`src/hw/pkt_client_params.svh`:
```
/* widths, depths and register map of the packet client */
`ifndef PKT_CLIENT_PARAMS_SVH
`define PKT_CLIENT_PARAMS_SVH

// beat format
`define PKT_DATA_W       64
`define PKT_EMPTY_W      3

// storage
`define PKT_ROM_DEPTH    16
`define PKT_ROM_ADDR_W   4
`define PKT_FIFO_DEPTH   16
`define PKT_CNT_W        16

// register bus, word addresses
`define PKT_CSR_ADDR_W   4
`define PKT_REG_CTRL      4'd0
`define PKT_REG_ROM_START 4'd1
`define PKT_REG_ROM_END   4'd2
`define PKT_REG_LOOP_CNT  4'd3
`define PKT_REG_STATUS    4'd4
`define PKT_REG_TX_SOP    4'd5
`define PKT_REG_TX_EOP    4'd6
`define PKT_REG_TX_ERR    4'd7
`define PKT_REG_RX_SOP    4'd8
`define PKT_REG_RX_EOP    4'd9
`define PKT_REG_RX_ERR    4'd10

`define PKT_CSR_UNMAPPED 32'hdeadc0de

`endif

```
`src/hw/pkt_rom.hex`:
```
// top byte: sop eop empty[2:0] error in bits 5..0
// low 16 digits: beat data
205a5a000000000000
005a5a000000000001
005a5a000000000002
105a5a000000000003
205a5a000000000004
005a5a000000000005
005a5a000000000006
155a5a000000000007
205a5a000000000008
005a5a000000000009
005a5a00000000000a
1a5a5a00000000000b
205a5a00000000000c
005a5a00000000000d
005a5a00000000000e
105a5a00000000000f

```
`src/hw/pkt_client_pkg.sv`:
```
/* shared types: stream beat, statistics counters, control word */
`include "pkt_client_params.svh"

package pkt_client_pkg;

    // one stream beat, also one ROM word (70 bits)
    typedef struct packed {
        logic                    sop;
        logic                    eop;
        logic [`PKT_EMPTY_W-1:0] empty;
        logic                    error;
        logic [`PKT_DATA_W-1:0]  data;
    } avst_beat_t;

    // per-direction beat counters
    typedef struct packed {
        logic [`PKT_CNT_W-1:0] sop;
        logic [`PKT_CNT_W-1:0] eop;
        logic [`PKT_CNT_W-1:0] err;
    } stat_cnt_t;

    // control register bit fields
    typedef struct packed {
        logic [23:0] rsvd_31_8;
        logic        cnt_clr;
        logic [1:0]  rsvd_6_5;
        logic        loopback_en;
        logic        rsvd_3;
        logic        cont_mode;
        logic        rsvd_1;
        logic        tx_en;
    } ctrl_fields_t;

    // raw bus word or decoded fields
    typedef union packed {
        logic [31:0]  raw;
        ctrl_fields_t f;
    } ctrl_reg_u;

endpackage

```
`src/hw/lpbk_fifo.sv`:
```
/* loopback beat FIFO, drops writes when full and latches an overflow flag */
`timescale 1ns/1ps
`include "pkt_client_params.svh"

module lpbk_fifo (
    input  logic                        i_clk_tx,
    input  logic                        tx_reset,
    input  logic                        i_wr,
    input  pkt_client_pkg::avst_beat_t  i_wr_beat,
    input  logic                        i_pop,
    input  logic                        i_ovf_clr,
    output logic                        o_valid,
    output pkt_client_pkg::avst_beat_t  o_beat,
    output logic                        o_ovf
);

    localparam int AW = $clog2(`PKT_FIFO_DEPTH);

    pkt_client_pkg::avst_beat_t mem [0:`PKT_FIFO_DEPTH-1];

    logic [AW-1:0] wr_ptr;
    logic [AW-1:0] rd_ptr;
    logic [AW:0]   count;
    logic          full;
    logic          do_wr;
    logic          do_rd;

    assign full  = (count == (AW+1)'(`PKT_FIFO_DEPTH));
    assign do_wr = i_wr && !full;
    assign do_rd = i_pop && o_valid;

    assign o_valid = (count != '0);
    assign o_beat  = mem[rd_ptr];

    always_ff @(posedge i_clk_tx) begin
        if (do_wr) begin
            mem[wr_ptr] <= i_wr_beat;
        end
    end

    always_ff @(posedge i_clk_tx) begin
        if (tx_reset) begin
            wr_ptr <= '0;
            rd_ptr <= '0;
            count  <= '0;
            o_ovf  <= 1'b0;
        end else begin
            if (do_wr) begin
                wr_ptr <= wr_ptr + 1'b1;
            end
            if (do_rd) begin
                rd_ptr <= rd_ptr + 1'b1;
            end
            case ({do_wr, do_rd})
                2'b10:   count <= count + 1'b1;
                2'b01:   count <= count - 1'b1;
                default: ;
            endcase
            // sticky until cleared with the counters
            if (i_ovf_clr) begin
                o_ovf <= 1'b0;
            end else if (i_wr && full) begin
                o_ovf <= 1'b1;
            end
        end
    end

endmodule

```
`src/hw/pkt_client_csr.sv`:
```
/* register bank: configuration registers, control word decode, registered read mux */
`timescale 1ns/1ps
`include "pkt_client_params.svh"

module pkt_client_csr (
    input  logic                        i_clk_tx,
    input  logic                        tx_reset,
    // register bus
    input  logic [`PKT_CSR_ADDR_W-1:0]  i_csr_addr,
    input  logic                        i_csr_read,
    input  logic                        i_csr_write,
    input  logic [31:0]                 i_csr_wdata,
    output logic [31:0]                 o_csr_rdata,
    output logic                        o_csr_rdata_vld,
    // configuration
    output logic                        o_tx_en,
    output logic                        o_cont_mode,
    output logic                        o_loopback_en,
    output logic                        o_cnt_clr,
    output logic [`PKT_ROM_ADDR_W-1:0]  o_rom_start,
    output logic [`PKT_ROM_ADDR_W-1:0]  o_rom_end,
    output logic [`PKT_CNT_W-1:0]       o_loop_cnt,
    // status
    input  logic                        i_gen_done,
    input  logic                        i_fifo_ovf,
    input  pkt_client_pkg::stat_cnt_t   i_tx_stats,
    input  pkt_client_pkg::stat_cnt_t   i_rx_stats
);

    pkt_client_pkg::ctrl_reg_u ctrl_q;
    logic [31:0]               rd_mux;

    // ----------------------------------------------------------------------
    // writes
    // ----------------------------------------------------------------------
    always_ff @(posedge i_clk_tx) begin
        if (tx_reset) begin
            ctrl_q.raw  <= '0;
            o_rom_start <= '0;
            o_rom_end   <= '0;
            o_loop_cnt  <= '0;
        end else begin
            // counter clear is a one-cycle pulse
            if (ctrl_q.f.cnt_clr) begin
                ctrl_q.f.cnt_clr <= 1'b0;
            end
            if (i_csr_write) begin
                case (i_csr_addr)
                    `PKT_REG_CTRL:      ctrl_q.raw  <= i_csr_wdata;
                    `PKT_REG_ROM_START: o_rom_start <= i_csr_wdata[`PKT_ROM_ADDR_W-1:0];
                    `PKT_REG_ROM_END:   o_rom_end   <= i_csr_wdata[`PKT_ROM_ADDR_W-1:0];
                    `PKT_REG_LOOP_CNT:  o_loop_cnt  <= i_csr_wdata[`PKT_CNT_W-1:0];
                    default: ;
                endcase
            end
        end
    end

    // control field decode
    assign o_tx_en       = ctrl_q.f.tx_en;
    assign o_cont_mode   = ctrl_q.f.cont_mode;
    assign o_loopback_en = ctrl_q.f.loopback_en;
    assign o_cnt_clr     = ctrl_q.f.cnt_clr;

    // ----------------------------------------------------------------------
    // reads
    // ----------------------------------------------------------------------
    always_comb begin
        case (i_csr_addr)
            `PKT_REG_CTRL:      rd_mux = ctrl_q.raw;
            `PKT_REG_ROM_START: rd_mux = 32'(o_rom_start);
            `PKT_REG_ROM_END:   rd_mux = 32'(o_rom_end);
            `PKT_REG_LOOP_CNT:  rd_mux = 32'(o_loop_cnt);
            `PKT_REG_STATUS:    rd_mux = {30'd0, i_fifo_ovf, i_gen_done};
            `PKT_REG_TX_SOP:    rd_mux = 32'(i_tx_stats.sop);
            `PKT_REG_TX_EOP:    rd_mux = 32'(i_tx_stats.eop);
            `PKT_REG_TX_ERR:    rd_mux = 32'(i_tx_stats.err);
            `PKT_REG_RX_SOP:    rd_mux = 32'(i_rx_stats.sop);
            `PKT_REG_RX_EOP:    rd_mux = 32'(i_rx_stats.eop);
            `PKT_REG_RX_ERR:    rd_mux = 32'(i_rx_stats.err);
            default:            rd_mux = `PKT_CSR_UNMAPPED;
        endcase
    end

    // read data follows the strobe by one cycle
    always_ff @(posedge i_clk_tx) begin
        if (tx_reset) begin
            o_csr_rdata_vld <= 1'b0;
        end else begin
            o_csr_rdata_vld <= i_csr_read;
        end
    end

    always_ff @(posedge i_clk_tx) begin
        if (i_csr_read) begin
            o_csr_rdata <= rd_mux;
        end
    end

endmodule

```
`src/hw/pkt_client_top.sv`:
```
/* packet client top: register bank, generator, loopback FIFO, tx stage, counters */
`timescale 1ns/1ps
`include "pkt_client_params.svh"

module pkt_client_top (
    input  logic                        i_clk_tx,
    input  logic                        tx_reset,
    // transmit
    input  logic                        i_tx_ready,
    output logic                        o_tx_valid,
    output pkt_client_pkg::avst_beat_t  o_tx_beat,
    // receive
    input  logic                        i_rx_valid,
    input  pkt_client_pkg::avst_beat_t  i_rx_beat,
    // register bus
    input  logic [`PKT_CSR_ADDR_W-1:0]  i_csr_addr,
    input  logic                        i_csr_read,
    input  logic                        i_csr_write,
    input  logic [31:0]                 i_csr_wdata,
    output logic [31:0]                 o_csr_rdata,
    output logic                        o_csr_rdata_vld
);

    logic                       tx_en;
    logic                       cont_mode;
    logic                       loopback_en;
    logic                       cnt_clr;
    logic [`PKT_ROM_ADDR_W-1:0] rom_start;
    logic [`PKT_ROM_ADDR_W-1:0] rom_end;
    logic [`PKT_CNT_W-1:0]      loop_cnt;
    logic                       gen_done;
    logic                       fifo_ovf;
    pkt_client_pkg::stat_cnt_t  tx_stats;
    pkt_client_pkg::stat_cnt_t  rx_stats;

    // source side
    logic                       gen_valid;
    logic                       gen_pop;
    pkt_client_pkg::avst_beat_t gen_beat;
    logic                       fifo_valid;
    logic                       fifo_pop;
    pkt_client_pkg::avst_beat_t fifo_beat;

    // ----------------------------------------------------------------------
    // control
    // ----------------------------------------------------------------------
    pkt_client_csr u_csr (
        .i_clk_tx, .tx_reset,
        .i_csr_addr, .i_csr_read, .i_csr_write, .i_csr_wdata,
        .o_csr_rdata, .o_csr_rdata_vld,
        .o_tx_en(tx_en), .o_cont_mode(cont_mode), .o_loopback_en(loopback_en),
        .o_cnt_clr(cnt_clr), .o_rom_start(rom_start), .o_rom_end(rom_end),
        .o_loop_cnt(loop_cnt),
        .i_gen_done(gen_done), .i_fifo_ovf(fifo_ovf),
        .i_tx_stats(tx_stats), .i_rx_stats(rx_stats)
    );

    // ----------------------------------------------------------------------
    // datapath
    // ----------------------------------------------------------------------
    pkt_gen u_gen (
        .i_clk_tx, .tx_reset,
        .i_tx_en(tx_en), .i_cont_mode(cont_mode),
        .i_rom_start(rom_start), .i_rom_end(rom_end), .i_loop_cnt(loop_cnt),
        .i_pop(gen_pop), .o_valid(gen_valid), .o_beat(gen_beat), .o_done(gen_done)
    );

    lpbk_fifo u_fifo (
        .i_clk_tx, .tx_reset,
        .i_wr(i_rx_valid), .i_wr_beat(i_rx_beat),
        .i_pop(fifo_pop), .i_ovf_clr(cnt_clr),
        .o_valid(fifo_valid), .o_beat(fifo_beat), .o_ovf(fifo_ovf)
    );

    tx_avst_out u_tx_out (
        .i_clk_tx, .tx_reset,
        .i_loopback_en(loopback_en),
        .i_gen_valid(gen_valid), .i_gen_beat(gen_beat),
        .i_fifo_valid(fifo_valid), .i_fifo_beat(fifo_beat),
        .i_tx_ready, .o_gen_pop(gen_pop), .o_fifo_pop(fifo_pop),
        .o_tx_valid, .o_tx_beat
    );

    // counters count accepted tx beats and every rx beat
    pkt_stats u_tx_stats (
        .i_clk_tx, .tx_reset,
        .i_beat_vld(o_tx_valid && i_tx_ready), .i_beat(o_tx_beat),
        .i_clr(cnt_clr), .o_stats(tx_stats)
    );

    pkt_stats u_rx_stats (
        .i_clk_tx, .tx_reset,
        .i_beat_vld(i_rx_valid), .i_beat(i_rx_beat),
        .i_clr(cnt_clr), .o_stats(rx_stats)
    );

endmodule

```
`src/hw/pkt_gen.sv`:
```
/* ROM-driven packet generator with start/end address and loop sequencing */
`timescale 1ns/1ps
`include "pkt_client_params.svh"

module pkt_gen (
    input  logic                        i_clk_tx,
    input  logic                        tx_reset,
    input  logic                        i_tx_en,
    input  logic                        i_cont_mode,
    input  logic [`PKT_ROM_ADDR_W-1:0]  i_rom_start,
    input  logic [`PKT_ROM_ADDR_W-1:0]  i_rom_end,
    input  logic [`PKT_CNT_W-1:0]       i_loop_cnt,
    input  logic                        i_pop,
    output logic                        o_valid,
    output pkt_client_pkg::avst_beat_t  o_beat,
    output logic                        o_done
);

    pkt_client_pkg::avst_beat_t rom [0:`PKT_ROM_DEPTH-1];

    logic [`PKT_ROM_ADDR_W-1:0] addr_q;
    logic [`PKT_CNT_W-1:0]      loops_q;
    logic                       run_q;
    logic                       in_pkt_q;
    logic                       tx_en_q;

    initial begin
        $readmemh("/design/src/hw/pkt_rom.hex", rom);
    end

    assign o_beat = rom[addr_q];
    // once disabled, only the open packet may still go out
    assign o_valid = run_q && (i_tx_en || in_pkt_q);

    always_ff @(posedge i_clk_tx) begin
        if (tx_reset) begin
            addr_q   <= '0;
            loops_q  <= '0;
            run_q    <= 1'b0;
            in_pkt_q <= 1'b0;
            tx_en_q  <= 1'b0;
            o_done   <= 1'b0;
        end else begin
            tx_en_q <= i_tx_en;
            if (i_tx_en && !tx_en_q) begin
                // enable edge restarts the whole sequence
                run_q    <= 1'b1;
                addr_q   <= i_rom_start;
                loops_q  <= (i_loop_cnt == '0) ? `PKT_CNT_W'(1) : i_loop_cnt;
                in_pkt_q <= 1'b0;
                o_done   <= 1'b0;
            end else if (i_pop) begin
                in_pkt_q <= !o_beat.eop;
                if (addr_q == i_rom_end) begin
                    addr_q <= i_rom_start;
                    if (!i_cont_mode) begin
                        if (loops_q <= `PKT_CNT_W'(1)) begin
                            run_q  <= 1'b0;
                            o_done <= 1'b1;
                        end else begin
                            loops_q <= loops_q - 1'b1;
                        end
                    end
                end else begin
                    addr_q <= addr_q + 1'b1;
                end
            end else if (!i_tx_en && !in_pkt_q) begin
                // disabled at a packet boundary
                run_q <= 1'b0;
            end
        end
    end

endmodule

```
`src/hw/pkt_stats.sv`:
```
/* saturating sop, eop and error beat counters for one direction */
`timescale 1ns/1ps
`include "pkt_client_params.svh"

module pkt_stats (
    input  logic                        i_clk_tx,
    input  logic                        tx_reset,
    input  logic                        i_beat_vld,
    input  pkt_client_pkg::avst_beat_t  i_beat,
    input  logic                        i_clr,
    output pkt_client_pkg::stat_cnt_t   o_stats
);

    function automatic logic [`PKT_CNT_W-1:0] sat_inc(input logic [`PKT_CNT_W-1:0] v,
                                                       input logic hit);
        return (hit && v != '1) ? v + 1'b1 : v;
    endfunction

    always_ff @(posedge i_clk_tx) begin
        if (tx_reset || i_clr) begin
            o_stats <= '0;
        end else if (i_beat_vld) begin
            o_stats.sop <= sat_inc(o_stats.sop, i_beat.sop);
            o_stats.eop <= sat_inc(o_stats.eop, i_beat.eop);
            o_stats.err <= sat_inc(o_stats.err, i_beat.error);
        end
    end

endmodule

```
`src/hw/tx_avst_out.sv`:
```
/* source select between generator and loopback, registered tx output stage */
`timescale 1ns/1ps
`include "pkt_client_params.svh"

module tx_avst_out (
    input  logic                        i_clk_tx,
    input  logic                        tx_reset,
    input  logic                        i_loopback_en,
    input  logic                        i_gen_valid,
    input  pkt_client_pkg::avst_beat_t  i_gen_beat,
    input  logic                        i_fifo_valid,
    input  pkt_client_pkg::avst_beat_t  i_fifo_beat,
    input  logic                        i_tx_ready,
    output logic                        o_gen_pop,
    output logic                        o_fifo_pop,
    output logic                        o_tx_valid,
    output pkt_client_pkg::avst_beat_t  o_tx_beat
);

    pkt_client_pkg::avst_beat_t src_beat;
    logic                       sel_lpbk_q;
    logic                       sel_lpbk;
    logic                       pkt_open_q;
    logic                       src_valid;
    logic                       load;

    // select may only follow the control bit between packets
    assign sel_lpbk  = pkt_open_q ? sel_lpbk_q : i_loopback_en;
    assign src_valid = sel_lpbk ? i_fifo_valid : i_gen_valid;
    assign src_beat  = sel_lpbk ? i_fifo_beat : i_gen_beat;

    // load when empty or when the held beat leaves this cycle
    assign load       = src_valid && (!o_tx_valid || i_tx_ready);
    assign o_gen_pop  = load && !sel_lpbk;
    assign o_fifo_pop = load && sel_lpbk;

    always_ff @(posedge i_clk_tx) begin
        if (tx_reset) begin
            o_tx_valid <= 1'b0;
            pkt_open_q <= 1'b0;
            sel_lpbk_q <= 1'b0;
        end else begin
            sel_lpbk_q <= sel_lpbk;
            if (load) begin
                o_tx_valid <= 1'b1;
                pkt_open_q <= !src_beat.eop;
            end else if (i_tx_ready) begin
                o_tx_valid <= 1'b0;
            end
        end
    end

    // beat holds while the MAC is not ready
    always_ff @(posedge i_clk_tx) begin
        if (load) begin
            o_tx_beat <= src_beat;
        end
    end

endmodule

```
`config.mk`:
```
export PLATFORM = sky130hd
export DESIGN_NAME = pkt_client_top
export DESIGN_NICKNAME = d
export VERILOG_FILES = /design/src/hw/pkt_client_pkg.sv /design/src/hw/lpbk_fifo.sv /design/src/hw/pkt_client_csr.sv /design/src/hw/pkt_client_top.sv /design/src/hw/pkt_gen.sv /design/src/hw/pkt_stats.sv /design/src/hw/tx_avst_out.sv
export VERILOG_INCLUDE_DIRS = /design/src /design/src/hw
export SDC_FILE = /design/constraint.sdc
export NUM_CORES = 1
export LEC_CHECK = 0
export BUFFER_PORTS_ARGS = -buffer_cell sky130_fd_sc_hd__buf_2
export CORE_MARGIN = 5
export CORE_UTILIZATION = 58
export CTS_CLUSTER_DIAMETER = 40
export DETAILED_ROUTE_END_ITERATION = 7
export PLACE_DENSITY = 0.85
export SETUP_SLACK_MARGIN = 0.4
export SYNTH_ARGS = -nofsm -noshare
export SYNTH_HDL_FRONTEND = slang
export SYNTH_SLANG_ARGS = --single-unit
```
`constraint.sdc`:
```
create_clock -name i_clk_tx -period 7.95 [get_ports i_clk_tx]
set_input_delay 0.795 -clock i_clk_tx [delete_from_list [all_inputs] [get_ports i_clk_tx]]
set_output_delay 0.795 -clock i_clk_tx [all_outputs]
set_load 0.1 [all_outputs]
```
==> metrics.md <==
| Metric | Value |
|---|---|
| Share of post-route cells with drive strength above 1 | 0.277 |
| Worst stage delay on the critical path | about 1200 ps |
| Count of routing violations after the opening detailed-route iteration | 4452 |
| Switching share of total power | 0.225 |
| Total of warnings raised by yosys | 0 |
| Leakage | a little under 20 nW |
| Ordered cell list for the critical path | nor4_1, a21boi_1, nand2_1, nor2_4, buf_4 |
| Floorplan die width | 317 µm |
| Routed Antenna Nets | 0 |
| Drc violations | 0 |
| Maximum resistive drop on vdd | 0.331 mV |
| Status | finished, final reports clean |
| Net count of the mapped netlist | 2996 |
| Maxcap violations | 0 |
| Total cell area at the placement stage | between 50000 and 60000 µm² |
| Global route total overflow | 0 |
| Final wirelength | 149 mm |
| Overall power | 16.4 mW |
| First-pass iteration count of the detailed router | 5 |
| Net total in the final layout | roughly 3300 |
| Post-Route Skew | around 46 ps |
| Global-route usage over all layers | 0.297 |
| Distinct cell type count of the synthesized netlist | 72 |
| Number of max-slew violations in the final report | 0 |
| Synth top cells by count | 1222 x sky130_fd_sc_hd__edfxtp_1, 350 x sky130_fd_sc_hd__mux4_2, 197 x sky130_fd_sc_hd__dfxtp_1 |
| Die Outline Area | 100000 µm² |
| Critical path class | reg -> reg |
| Hold Fails Final Rpt | 0 |
| Number of sinks on the clock net | 1419 |
| CTS HTree Levels | 4 |
| Starting density of the core | 0.585 |
| Site row count | 112 |
| Count of input and output buffers | 215 |
| Worst endpoint data arrival time | 4910 ps |
| Unrepaired setup endpoints after global routing | false |
| Clock-pin slew on the worst setup and hold paths | 60 ps |
| Achievable clock frequency | 0.222 GHz |
| Most frequently used flop master after synthesis | sky130_fd_sc_hd__edfxtp_1 |
| Latest clock arrival within the worst-skew pair | 760 ps |
| Relative area change from synthesis to final layout | 14.8% |
| Maximum number of pins on one net before global-route repair | about 160 |
| Routed vias | ~31000 |
| Number of enable flip-flop cells after synthesis | roughly 1200 |
| Buffer cell driving the clock tree root | sky130_fd_sc_hd__clkbuf_16 |
| Overall die height | 317 µm |
| Net switching power | approximately 3.7 mW |
| Count of hold-fix buffers inserted at cts | 0 |
| Synthesized cell area | between 50000 and 60000 µm² |
| Worst-margin pin slew | between 1000 and 1500 ps |
| Worst hold path depth | 3 |
| R2R Path Start | u_fifo.count[1]$_SDFFE_PP0P_ |
| Post-detail-place hpwl | 76.0 mm |
| Placement-stage worst setup slack | 3430 ps |
| Number of global-route vias before repair | 30700 |
| Number of antenna violations at the first check in global routing | 12 |
| Count of cells resized by post-cts repair | 0 |
| Maximum clock path buffer count | 3 |
| Critical Path End Type | register |
| Average routed wire per standard cell | 32.8 µm |
| Via density | 6.82 |
| Class of the most critical hold timing path | in -> reg |
| Number of I/O pins | between 200 and 250 |
| Count of state elements after synthesis | 1419 |
| Part of the Yosys area used for sequential elements | 0.744 |
| Layout filler cell count | 5493 |
| Slack of the critical path | 3440 ps |
| Critical R2R Capture | u_fifo.mem[15][60]$_DFFE_PP_ |
| Floorplan core area | 93500 µm² |
| Relative slew margins | 0.0912 |
| Launch point of the critical path | u_fifo.count[1]$_SDFFE_PP0P_ |
| GP Congestion | 0.947 |
| Synth top area share | 0.671 |
| R2R depth | 5 |
| Mean Syn Cell Area | between 15 and 20 µm² |
| Data required time at the worst endpoint | 8350 ps |
| Design area | 62800 µm² |
| End point of the critical path | u_fifo.mem[15][60]$_DFFE_PP_ |
| Postcts setup bufs | 0 |
| Slowest cell on the critical path | sky130_fd_sc_hd__nor2_4 |
| Startpoint type of the worst setup path | register |
| Power Dens Cells | 262 nW/µm² |
| Top cells by area in the synthesized netlist | sky130_fd_sc_hd__edfxtp_1 67%, sky130_fd_sc_hd__mux4_2 14%, sky130_fd_sc_hd__dfxtp_1 7.2% |
| Worst Path Max Fanout | 39 |
| Share of total power in combinational logic | 0.030 |
| Share of flip-flops with an asynchronous set or reset | 0 |
| Setup slack of the worst register-to-register path | 3440 ps |
| Count leader, synth | sky130_fd_sc_hd__edfxtp_1 |
| TritonCTS clock tree | done |
| Synthesized instance count | 2868 |
| Final setup violation count | 0 |
| Seq pwr share | 0.500 |
| Min Tclk post-route | 4510 ps |
| Total clock buffers created by CTS | 158 |
| Global-route wire length before repair | 216 mm |
| Part of the cycle the worst path needs | 0.568 |
| Int Pwr | about 13 mW |
| Post-synth top area cell | sky130_fd_sc_hd__edfxtp_1 |
| Post-Route Setup TNS | 0 ps |
| Clk network pwr share | 0.469 |
[sequential cells by signal (all words and copies together), names as in the netlist, named ones only]
name                   count
u_csr.ctrl_q              32
u_csr.o_csr_rdata         32
u_csr.o_csr_rdata_vld      1
u_csr.o_loop_cnt          16
u_csr.o_rom_end            4
u_csr.o_rom_start          4
u_fifo.count               5
u_fifo.mem              1120
u_fifo.o_ovf               1
u_fifo.rd_ptr              4
u_fifo.wr_ptr              4
u_gen.addr_q               4
u_gen.loops_q             16
u_gen.o_done               1
u_gen.run_q                1
u_gen.tx_en_q              1
u_rx_stats.o_stats        48
u_tx_out.o_tx_beat        70
u_tx_out.o_tx_valid        1
u_tx_out.pkt_open_q        1
u_tx_out.sel_lpbk_q        1
u_tx_stats.o_stats        48
[worst min-delay path by stage]
| stage | endpoint | startpoint | slack [ps] |
|---|---|---|---|
| 6_report | u_csr.ctrl_q[31]$_SDFFE_PP0P_ | i_csr_wdata[31] | 280 |
| 5_1_grt | u_csr.ctrl_q[31]$_SDFFE_PP0P_ | i_csr_wdata[31] | 270 |
| 4_1_cts | u_csr.ctrl_q[25]$_SDFFE_PP0P_ | i_csr_wdata[25] | 250 |
| 3_5_place_dp | u_csr.ctrl_q[21]$_SDFFE_PP0P_ | u_csr.ctrl_q[21]$_SDFFE_PP0P_ | 450 |
| 3_3_place_gp | u_csr.ctrl_q[20]$_SDFFE_PP0P_ | u_csr.ctrl_q[20]$_SDFFE_PP0P_ | 440 |
| 2_1_floorplan | u_csr.ctrl_q[17]$_SDFFE_PP0P_ | u_csr.ctrl_q[17]$_SDFFE_PP0P_ | 430 |
[cell usage in the layout (no fill, tap or decap), drive strengths merged, types with 5 or more instances in the layout]
cell type     n
a211oi       14
a21o          5
a21oi        80
a221oi       11
a22o         13
a22oi        39
a31oi         6
and2         13
and3         13
and4          9
buf         252
bufinv       19
clkbuf      182
clkinv       55
clkinvlp     13
dfxtp       197
diode        11
edfxtp     1222
ha           16
inv          50
mux2i        18
mux4        350
nand2       186
nand2b        7
nand3        38
nand4        46
nor2        169
nor2b         5
nor3         30
nor4         21
o21ai        25
or2           6
or3          21
or4           6
xnor2        49
xor2         49
[stage by stage]
stage | utilization | instances | hold WS, ps
after floorplan | - | 2868 | 432
after global placement | 0.612 | 4237 | 442
after detailed placement | 0.612 | 4237 | 451
after CTS | 0.671 | 4534 | 245
after global routing | 0.671 | 4536 | 266
final | 0.671 | 4545 | 284
[metal layers]
layer | track usage | vias up | part of all wire
met2 | 0.508 | 2412 | 0.51
met5 | 0 | - | 0.00023
met4 | 0.110 | 6 | 0.042
met3 | 0.0571 | 389 | 0.097
li1 | - | 12200 | -
met1 | 0.387 | 16000 | 0.35
[worst max-delay path, delay by kind of cell, from the launching register on]
| kind | cells | cell delay [ps] |
|---|---|---|
| buffers and inverters | 1 | 720 |
| and+or+nand+nor | 3 | 1920 |
| AOI/OAI and AO/OA | 1 | 920 |
| DFF | 1 | 510 |
[cells by family after synthesis]
| logic type | share of synthesized area |
|---|---|
| AO/OA/AOI/OAI | 0.0273 |
| XOR/XNOR | 0.0157 |
| adder cells (fa/ha/maj) | 0.00366 |
| buffers and inverters | 0.0110 |
| flip-flops | 0.744 |
| multiplexers | 0.148 |
| AND/OR/NAND/NOR | 0.0504 |
[final cells by class]
class	count	area, µm²	area share
diodes	11	27.5	0.000439
inverters	22	82.6	0.00132
flip-flops and latches	1419	40700	0.648
multi-input cells	1290	13500	0.216
clock inverters	115	1380	0.0220
well taps	1254	1570	0.0250
repair buffers	252	1390	0.0222
clock buffers	182	4110	0.0655
[power by group through the flow]
stage	Sequential [mW]	Clock [mW]	Combinational (mW)
final	8.22	7.71	0.501
after global placement	8.36	0	0.452
after global routing	8.22	8.13	0.523
after CTS	8.22	7.78	0.497
after floorplan	8.46	0	0.187
after detailed placement	8.37	0	0.478
Note: power is estimated with default switching activity, not from simulation.
